<file path="src/verilog/csr_pkg.sv">
package csr_pkg;

  localparam int ADDR_WIDTH = 8;
  localparam int DATA_WIDTH = 32;
  localparam int SEL_WIDTH  = DATA_WIDTH / 8;

  typedef logic [DATA_WIDTH-1:0] data_t;
  typedef logic [ADDR_WIDTH-1:0] addr_t;
  typedef logic [SEL_WIDTH-1:0]  sel_t;
  typedef logic [2:0]            reg_index_t;
  typedef logic [3:0]            mode_t;
  typedef logic [15:0]           cfg_t;

  // Wishbone classic request, held by the master until ack or err
  typedef struct packed {
    logic  cyc;
    logic  stb;
    logic  we;
    addr_t adr;
    data_t dat;
    sel_t  sel;
  } wb_req_t;

  typedef struct packed {
    logic  ack;
    logic  err;
    data_t dat;
  } wb_rsp_t;

  // One register access, valid for a single cycle
  typedef struct packed {
    logic       valid;
    logic       write;
    reg_index_t index;
    data_t      wdata;
    sel_t       sel;
  } reg_access_t;

  typedef struct packed {
    data_t rdata;
    logic  err;
  } reg_rsp_t;

  // Word indices, byte address divided by four
  localparam reg_index_t IDX_CTRL       = 3'd0;
  localparam reg_index_t IDX_CFG        = 3'd1;
  localparam reg_index_t IDX_STATUS     = 3'd2;
  localparam reg_index_t IDX_IRQ_ENABLE = 3'd3;
  localparam reg_index_t IDX_TRIGGER    = 3'd4;
  localparam reg_index_t IDX_ID         = 3'd5;

  localparam data_t CSR_ID_VALUE = 32'hC5B0_0104;

  // Mode occupies the bits below lock
  localparam int CTRL_LOCK_BIT = 4;

endpackage

</file>
<file path="src/verilog/csr_irq_unit.sv">
`timescale 1ns/1ps

module csr_irq_unit #(
  parameter int NUM_EVENTS = 4
) (
  input  logic                  clk,
  input  logic                  i_rst_n,
  input  logic [NUM_EVENTS-1:0] i_events,
  input  logic [NUM_EVENTS-1:0] i_clear,
  input  logic [NUM_EVENTS-1:0] i_enable,
  output logic [NUM_EVENTS-1:0] o_status,
  output logic                  o_irq
);

  logic [NUM_EVENTS-1:0] status_q;
  logic [NUM_EVENTS-1:0] pending;

  // New events win over a clear in the same cycle
  always_ff @(posedge clk) begin
    if (!i_rst_n) begin
      status_q <= '0;
    end else begin
      status_q <= (status_q & ~i_clear) | i_events;
    end
  end

  assign pending  = status_q & i_enable;
  assign o_irq    = |pending;
  assign o_status = status_q;

  for (genvar i = 0; i < NUM_EVENTS; i++) begin : g_sticky
    a_sticky: assert property (
      @(posedge clk) disable iff (!i_rst_n)
      (status_q[i] && !i_clear[i]) |=> status_q[i]
    );
  end

endmodule

</file>
<file path="src/verilog/csr_regs.sv">
`timescale 1ns/1ps

module csr_regs #(
  parameter int            NUM_EVENTS = 4,
  parameter csr_pkg::cfg_t CFG_RESET  = 16'h00A5
) (
  input  logic                   clk,
  input  logic                   i_rst_n,
  input  csr_pkg::reg_access_t   i_access,
  output csr_pkg::reg_rsp_t      o_rsp,
  input  logic [NUM_EVENTS-1:0]  i_status,
  output logic [NUM_EVENTS-1:0]  o_status_clear,
  output logic [NUM_EVENTS-1:0]  o_irq_enable,
  output csr_pkg::mode_t         o_mode,
  output csr_pkg::cfg_t          o_cfg,
  output logic [NUM_EVENTS-1:0]  o_trigger
);

  localparam int MODE_W = $bits(csr_pkg::mode_t);
  localparam int CFG_W  = $bits(csr_pkg::cfg_t);

  csr_pkg::mode_t        mode_q;
  logic                  lock_q;
  csr_pkg::cfg_t         cfg_q;
  logic [NUM_EVENTS-1:0] irq_en_q;
  logic [NUM_EVENTS-1:0] trigger_q;

  logic wr;
  logic wr_ctrl;
  logic wr_cfg;
  logic wr_status;
  logic wr_irq_en;
  logic wr_trigger;

  csr_pkg::data_t strobe_mask;
  csr_pkg::data_t wsel_data;
  csr_pkg::data_t ctrl_word;
  csr_pkg::data_t cfg_word;
  csr_pkg::data_t irq_en_word;
  csr_pkg::data_t status_word;
  csr_pkg::data_t ctrl_wr;
  csr_pkg::data_t cfg_wr;
  csr_pkg::data_t irq_en_wr;

  assign wr         = i_access.valid && i_access.write;
  assign wr_ctrl    = wr && (i_access.index == csr_pkg::IDX_CTRL);
  assign wr_cfg     = wr && (i_access.index == csr_pkg::IDX_CFG);
  assign wr_status  = wr && (i_access.index == csr_pkg::IDX_STATUS);
  assign wr_irq_en  = wr && (i_access.index == csr_pkg::IDX_IRQ_ENABLE);
  assign wr_trigger = wr && (i_access.index == csr_pkg::IDX_TRIGGER);

  // Expand byte selects to a bit mask
  always_comb begin
    for (int b = 0; b < $bits(csr_pkg::sel_t); b++) begin
      strobe_mask[b*8 +: 8] = {8{i_access.sel[b]}};
    end
  end

  assign wsel_data = i_access.wdata & strobe_mask;

  always_comb begin
    ctrl_word                      = '0;
    ctrl_word[MODE_W-1:0]          = mode_q;
    ctrl_word[csr_pkg::CTRL_LOCK_BIT] = lock_q;
    cfg_word                       = '0;
    cfg_word[CFG_W-1:0]            = cfg_q;
    irq_en_word                    = '0;
    irq_en_word[NUM_EVENTS-1:0]    = irq_en_q;
    status_word                    = '0;
    status_word[NUM_EVENTS-1:0]    = i_status;
  end

  // Unselected bytes keep their current value
  assign ctrl_wr   = (ctrl_word & ~strobe_mask) | wsel_data;
  assign cfg_wr    = (cfg_word & ~strobe_mask) | wsel_data;
  assign irq_en_wr = (irq_en_word & ~strobe_mask) | wsel_data;

  always_ff @(posedge clk) begin
    if (!i_rst_n) begin
      mode_q    <= '0;
      lock_q    <= 1'b0;
      cfg_q     <= CFG_RESET;
      irq_en_q  <= '0;
      trigger_q <= '0;
    end else begin
      if (wr_ctrl) begin
        mode_q <= ctrl_wr[MODE_W-1:0];
        // Lock only sets, reset is the only way out
        lock_q <= lock_q | ctrl_wr[csr_pkg::CTRL_LOCK_BIT];
      end
      if (wr_cfg && !lock_q) begin
        cfg_q <= cfg_wr[CFG_W-1:0];
      end
      if (wr_irq_en) begin
        irq_en_q <= irq_en_wr[NUM_EVENTS-1:0];
      end
      trigger_q <= wr_trigger ? wsel_data[NUM_EVENTS-1:0] : '0;
    end
  end

  // W1C pulses act at the write edge
  assign o_status_clear = wr_status ? wsel_data[NUM_EVENTS-1:0] : '0;

  always_comb begin
    o_rsp.rdata = '0;
    o_rsp.err   = 1'b0;
    case (i_access.index)
      csr_pkg::IDX_CTRL:       o_rsp.rdata = ctrl_word;
      csr_pkg::IDX_CFG:        o_rsp.rdata = cfg_word;
      csr_pkg::IDX_STATUS:     o_rsp.rdata = status_word;
      csr_pkg::IDX_IRQ_ENABLE: o_rsp.rdata = irq_en_word;
      csr_pkg::IDX_TRIGGER:    o_rsp.rdata = '0;
      csr_pkg::IDX_ID:         o_rsp.rdata = csr_pkg::CSR_ID_VALUE;
      default:                 o_rsp.err   = 1'b1;
    endcase
  end

  assign o_irq_enable = irq_en_q;
  assign o_mode       = mode_q;
  assign o_cfg        = cfg_q;
  assign o_trigger    = trigger_q;

  a_cfg_locked: assert property (
    @(posedge clk) disable iff (!i_rst_n) lock_q |=> $stable(o_cfg)
  );

endmodule

</file>
<file path="src/verilog/csr_top.sv">
`timescale 1ns/1ps

module csr_top #(
  parameter int            NUM_EVENTS = 4,
  parameter csr_pkg::cfg_t CFG_RESET  = 16'h00A5
) (
  input  logic                  clk,
  input  logic                  i_rst_n,
  input  csr_pkg::wb_req_t      i_wb,
  output csr_pkg::wb_rsp_t      o_wb,
  input  logic [NUM_EVENTS-1:0] i_events,
  output csr_pkg::mode_t        o_mode,
  output csr_pkg::cfg_t         o_cfg,
  output logic [NUM_EVENTS-1:0] o_trigger,
  output logic                  o_irq
);

  csr_pkg::reg_access_t  reg_access;
  csr_pkg::reg_rsp_t     reg_rsp;
  logic [NUM_EVENTS-1:0] status;
  logic [NUM_EVENTS-1:0] status_clear;
  logic [NUM_EVENTS-1:0] irq_enable;

  csr_wb_slave u_wb_slave (
    .clk      (clk),
    .i_rst_n  (i_rst_n),
    .i_wb     (i_wb),
    .o_wb     (o_wb),
    .o_access (reg_access),
    .i_rsp    (reg_rsp)
  );

  csr_regs #(
    .NUM_EVENTS (NUM_EVENTS),
    .CFG_RESET  (CFG_RESET)
  ) u_regs (
    .clk            (clk),
    .i_rst_n        (i_rst_n),
    .i_access       (reg_access),
    .o_rsp          (reg_rsp),
    .i_status       (status),
    .o_status_clear (status_clear),
    .o_irq_enable   (irq_enable),
    .o_mode         (o_mode),
    .o_cfg          (o_cfg),
    .o_trigger      (o_trigger)
  );

  csr_irq_unit #(
    .NUM_EVENTS (NUM_EVENTS)
  ) u_irq_unit (
    .clk      (clk),
    .i_rst_n  (i_rst_n),
    .i_events (i_events),
    .i_clear  (status_clear),
    .i_enable (irq_enable),
    .o_status (status),
    .o_irq    (o_irq)
  );

endmodule

</file>
<file path="src/verilog/csr_wb_slave.sv">
`timescale 1ns/1ps

module csr_wb_slave (
  input  logic                 clk,
  input  logic                 i_rst_n,
  input  csr_pkg::wb_req_t     i_wb,
  output csr_pkg::wb_rsp_t     o_wb,
  output csr_pkg::reg_access_t o_access,
  input  csr_pkg::reg_rsp_t    i_rsp
);

  localparam int IDX_LSB = 2;
  localparam int IDX_MSB = IDX_LSB + $bits(csr_pkg::reg_index_t) - 1;

  // RESP is the ack/err cycle, GAP waits for the master to drop stb
  typedef enum logic [1:0] {
    S_IDLE,
    S_RESP,
    S_GAP
  } state_e;

  state_e         state_q;
  logic           req;
  logic           misaligned;
  logic           out_of_range;
  logic           bad_addr;
  logic           ack_q;
  logic           err_q;
  csr_pkg::data_t dat_q;

  assign req          = i_wb.cyc && i_wb.stb && (state_q == S_IDLE);
  assign misaligned   = |i_wb.adr[IDX_LSB-1:0];
  // Upper address bits do not fit the word index
  assign out_of_range = |i_wb.adr[csr_pkg::ADDR_WIDTH-1:IDX_MSB+1];
  assign bad_addr     = misaligned || out_of_range;

  always_comb begin
    o_access.valid = req && !bad_addr;
    o_access.write = i_wb.we;
    o_access.index = i_wb.adr[IDX_MSB:IDX_LSB];
    o_access.wdata = i_wb.dat;
    o_access.sel   = i_wb.sel;
  end

  always_ff @(posedge clk) begin
    if (!i_rst_n) begin
      state_q <= S_IDLE;
    end else begin
      case (state_q)
        S_IDLE: begin
          if (req) begin
            state_q <= S_RESP;
          end
        end
        S_RESP: begin
          state_q <= S_GAP;
        end
        default: begin
          if (!(i_wb.cyc && i_wb.stb)) begin
            state_q <= S_IDLE;
          end
        end
      endcase
    end
  end

  always_ff @(posedge clk) begin
    if (!i_rst_n) begin
      ack_q <= 1'b0;
      err_q <= 1'b0;
    end else begin
      ack_q <= req && !bad_addr && !i_rsp.err;
      err_q <= req && (bad_addr || i_rsp.err);
    end
  end

  // Read data only for a good read, zero otherwise
  always_ff @(posedge clk) begin
    if (req) begin
      if (!i_wb.we && !bad_addr && !i_rsp.err) begin
        dat_q <= i_rsp.rdata;
      end else begin
        dat_q <= '0;
      end
    end
  end

  always_comb begin
    o_wb.ack = ack_q;
    o_wb.err = err_q;
    o_wb.dat = dat_q;
  end

  // A response belongs to the RESP state and is never ack and err together
  a_ack_err_excl: assert property (
    @(posedge clk) disable iff (!i_rst_n)
    (ack_q || err_q) |-> (state_q == S_RESP) && !(ack_q && err_q)
  );

  a_ack_one_cycle: assert property (
    @(posedge clk) disable iff (!i_rst_n) ack_q |=> !ack_q
  );

  a_err_one_cycle: assert property (
    @(posedge clk) disable iff (!i_rst_n) err_q |=> !err_q
  );

endmodule
</file>
<file path="config.mk">
export PLATFORM = sky130hd
export DESIGN_NAME = csr_top
export DESIGN_NICKNAME = d
export VERILOG_FILES = /design/src/verilog/csr_pkg.sv /design/src/verilog/csr_irq_unit.sv /design/src/verilog/csr_regs.sv /design/src/verilog/csr_top.sv /design/src/verilog/csr_wb_slave.sv
export SDC_FILE = /design/constraint.sdc
export NUM_CORES = 1
export LEC_CHECK = 0
export BUFFER_PORTS_ARGS = -buffer_cell sky130_fd_sc_hd__buf_4
export CORE_AREA = 2 2 92 76
export CTS_CLUSTER_SIZE = 25
export DETAILED_ROUTE_END_ITERATION = 10
export DIE_AREA = 0 0 94 78
export PLACE_DENSITY_LB_ADDON = 0.08
export SLEW_MARGIN = 40
export SYNTH_ARGS = -nofsm -noshare
export SYNTH_HDL_FRONTEND = slang
export SYNTH_SLANG_ARGS = --single-unit
export TNS_END_PERCENT = 5
</file>
<file path="constraint.sdc">
create_clock -name clk -period 2.3 [get_ports clk]
set_clock_uncertainty 0.1 [all_clocks]
set_input_delay 0.46 -clock clk [delete_from_list [all_inputs] [get_ports clk]]
set_output_delay 0.46 -clock clk [all_outputs]
set_load 0.05 [all_outputs]
</file>
Yosys cells after proc, flatten, opt, wreduce, memory -nomap -nowiden:

Cells that the tools add are included.

* logic and storage cells: 64
* flip-flop bits (word level): 69
* output and inout port bits: 59
* bits of input ports: 53

* equality and inequality tests: 8
* reductions and logical operators: 27
* bitwise gates (word level): 13
* multiplexer cells: 6

Operator list (number)
* 32-bit case mux with 5 select lines: 1
* 16-bit AND: 2
* 16-bit inverter: 1
* 16-bit OR: 1
* 1-bit logical AND: 14
* 4-bit AND: 3
* 4-bit OR: 2
* 3-bit by 2-bit == test with 1-bit output, second input constant: 2
* 3-bit == test, second input constant: 2
* 6-bit OR reduction: 1
* 5-bit AND: 1
* 5-bit OR: 1
* 2-bit two-way mux: 2
* 4-bit two-way mux: 1
* 4-bit inverter: 1
* 2-bit case mux with 2 select lines: 1
* 2-bit AND reduction: 2
* 4-bit OR reduction: 1
* 3-bit by 1-bit == test with 1-bit output, second input constant: 1
* 1-bit zero test: 3
* 3-bit zero test: 1
* 3-bit != test, second input constant: 1
* 3-bit OR reduction: 1
* 2-bit by 1-bit == test with 1-bit output, second input constant: 1
* other kinds (6): 7

Longest topological paths before layout:

* depth in word-level cells: 10
* depth in mapped cells: 6
* gate-level depth less buffers: 4

By module:

From an unflattened synthesis, not the netlist that was laid out.

* cells, all modules: 354
* area total of the unflattened synthesis: 3728.6 um^2

Modules (own cells, without submodules)
* csr_wb_slave: area an instance 2039.5 um^2, cells each 167, seq. area each 1041.0 um^2, times used 1
* csr_regs: area an instance 1535.2 um^2, cells each 172, seq. area each 580.6 um^2, times used 1
* csr_irq_unit: area an instance 153.9 um^2, cells each 15, seq. area each 80.1 um^2, times used 1

Worst setup path before layout:

No wires, ideal clock.

* path kind: in2reg
* start: input i_wb[46] in the netlist's numbering
* end: register u_irq_unit.status_q[0], in the netlist u_irq_unit.o_status[0]
* buffers on the path: 2
* required time: 2074 ps
* arrival time: 1538 ps
* slack: 536 ps
* stages: 6
* library setup time: 126 ps
* cells stage by stage: and4bb_1 > clkbuf_4 > nand4_2 > buf_6 > nor3b_4 > a31oi_1

* longest elaborated chain between the ends: 9

Ends and longest elaborated chain
* from (decl): line csr_top.sv:9 `input csr_pkg::wb_req_t i_wb,`
* 1-bit logical AND (2 in a row): line csr_wb_slave.sv:31 `assign req = i_wb.cyc && i_wb.stb && (state_q == S_IDLE);`
* named net u_wb_slave.req: line csr_wb_slave.sv:23 `logic req;`
* 1-bit logical AND: line csr_wb_slave.sv:38 `o_access.valid = req && !bad_addr;`
* 1-bit logical AND: line csr_regs.sv:45 `assign wr = i_access.valid && i_access.write;`
* 1-bit logical AND: line csr_regs.sv:48 `assign wr_status = wr && (i_access.index == csr_pkg::IDX_STATUS);`
* 4-bit two-way mux: line csr_regs.sv:102 `assign o_status_clear = wr_status ? wsel_data[NUM_EVENTS-1:0] : '0;`
* 4-bit inverter: line csr_irq_unit.sv:23 `status_q <= (status_q & ~i_clear) | i_events;`
* 4-bit AND: line csr_irq_unit.sv:23
* 4-bit OR: line csr_irq_unit.sv:23
* to (signal assigned): line csr_irq_unit.sv:23
* to (decl): line csr_irq_unit.sv:15 `logic [NUM_EVENTS-1:0] status_q;`

The timed path passes the listed nets, and every way through them passes these cells.
A chain may end at the register's enable or synchronous reset.

==> flow_metrics.tcl <==
set metrics [dict create \
    status "complete, no violations" \
    area_growth_pct 26.8 \
    cp_num_cells 5 \
    final_nets 362 \
    crit_path_cell_trace "and4bb_1 > nand4_2 > buf_4 > nor2_8 > mux2i_1" \
    drt_iter0_markers 45 \
    layout_common_cells "88 x buf_4, 37 x dfxtp_1, 24 x nand2_1" \
    holdWs_ns 0.245 \
    grt_max_degree 32 \
    post_cts_resized 0 \
    multi_input_area_sq_um 998 \
    max-clock-path-buffers 2 \
    route.detailed.drc 0 \
    dieArea_sq_um 7330 \
    cts_tree "done" \
    track_usage_pct 15.4 \
    whs_path_depth 2 \
    maxCapViolations 0 \
    crit_type "reg -> reg" \
    async_flop_share_pct 0 \
    first_global_vias 1724 \
    rows 26 \
    place.gp.congestion 0.743 \
    reg2reg_depth 5 \
    register_area_sq_um 1250 \
    antenna_found_initial 0 \
    p_per_area_nw_per_um2 570 \
    nFillCells 616 \
    hold_class "in -> reg" \
    wl_per_cell_um 14.3 \
    coreArea_sq_um 6340 \
    ant_nets 0 \
    clk_latency_ns 0.30 \
    drv_slew 0 \
    syn_area_sq_um 2480 \
    synth_seq_cells 54 \
    io_pins 112 \
    postCtsSetupBuffers 0 \
    crit_buf_inv 1 \
    htree_levels 2 \
    cp.required_ns 2.43 \
    hold_buffers 0 \
    startpoint_type "flip-flop" \
    critical-path-max-stage-delay_ns 0.44 \
    ir_drop_mv 0.205 \
    ys_seq_area_share_pct 50.4 \
    finalHoldViolCount 0 \
    finalSetupViolCount 0 \
    die_y_um 78 \
    drt_pass1_iterations 5 \
    crit_family "simple AND/OR/NAND/NOR gates" \
    dr_total_vias 1849 \
    rsz0062_at_grt "false" \
    grt_overflow 0 \
    die_w_um 94 \
    fin_crit_ns 1.78 \
    cp-end-kind "flip-flop" \
    grt_pass1_wl_um 8670 \
    tns_ns 0 \
    viasPerCell 4.69 \
    synth.avg_cell_area_sq_um 10.6 \
    cts_buffers 5 \
    synthCells 235 \
    drive_gt1_share_pct 36.5 \
    crit_arrival_ns 1.91 \
    ys_types 43 \
    root_buffer "clkbuf_8" \
    final_common_cell "buf_4" \
    leakage_uw 0.00135 \
    synth-edff-count 17 \
    fmax_ghz 0.563 \
    critPathSlowestCell "and4bb_1" \
    finalWirelength_um 5630 \
    hpwl_um 4300 \
    diodes 0 \
    clkSinkCount 54 \
    io_buffers 84 \
    ys.warnings.count 0 \
    postSynth.topFlopCell "dfxtp_1" \
    clk_pin_slew_ns 0.10 \
    cp_max_fo 9 \
    initial_core_util_pct 39.2 \
    period_share_pct 77.2 \
]
cells in the mapped netlist, types with 2 or more instances:
library cell  number  area share, %
o21ai_0           17            3.4
or3_4              2           0.91
and2_1            12            3.0
nand3_1           12            2.4
nand2_1           24            3.6
nor2b_1            4            1.0
clkbuf_1           3           0.45
edfxtp_1          17             21
o311ai_1           4            1.4
a21oi_1           10            2.0
nand2b_1           2           0.50
inv_1             10            1.5
a22oi_1            2           0.60
nor4_4             2            1.7
nor2_1             8            1.2
o21a_1             2           0.60
buf_4             19            5.7
nor3_1             3           0.60
mux2i_1           14            5.6
clkbuf_8           3            1.7
buf_2              2           0.40
a31oi_1            4            1.0
dfxtp_1           37             30
mux4_2             3            2.7
through the flow:
step,worst slack [ns],cell area (sq um),instances,power [uW],util [%]
5_1_grt,0.383,3150,394,1870,49.7
4_1_cts,0.497,3150,394,1820,49.7
3_3_place_gp,0.320,3060,386,1270,48.2
6_report,0.524,3150,394,1800,49.7
2_1_floorplan,0.536,2510,243,1200,-
3_5_place_dp,0.315,3060,386,1270,48.2
kinds of logic (layout without fill, tap and decap cells):
family	Yosys count	after routing	synth area share [%]
buffers and inverters	40	107	10.7
AND/OR/NAND/NOR	83	83	21.0
flip-flops	54	54	50.4
other	1	9	0.151
multiplexers	17	17	8.36
AO/OA/AOI/OAI	40	40	9.42
power by group:
part           leakage, uW  switching [uW]  total [uW]  internal (uW)
clock            0.0000472             303         546            243
combinational     0.000840             162         243           81.3
sequential        0.000463            9.79        1010            997
total              0.00135             475        1800           1320
routing by layer:
layer | share of wire, % | global-route usage [%] | vias to the layer above
met3 | 5.9 | 3.30 | 2
met2 | 46 | 23.1 | 60
met5 | 0 | 0 | -
li1 | - | - | 940
met4 | 0.46 | 4.78 | 0
met1 | 48 | 22.2 | 847
worst paths after layout:
check                                      startpoint                endpoint  slack, ns
worst max-delay path            u_wb_slave.state_q[0]               flip-flop       0.52
worst max register to register  u_wb_slave.state_q[0]               flip-flop       0.52
worst min register to register              flip-flop               flip-flop       0.38
worst min-delay path                          i_wb[7]  u_irq_unit.o_status[3]       0.24
area by class of cell:
type / count / area share [%]
clock buffers: 6 / 2.62
clock inverters: 2 / 0.397
inverters: 11 / 1.31
multi-input cells: 149 / 31.7
flip-flops and latches: 54 / 39.7
well taps: 84 / 3.33
repair buffers: 88 / 21.0
(Power assumes the default switching activity.)
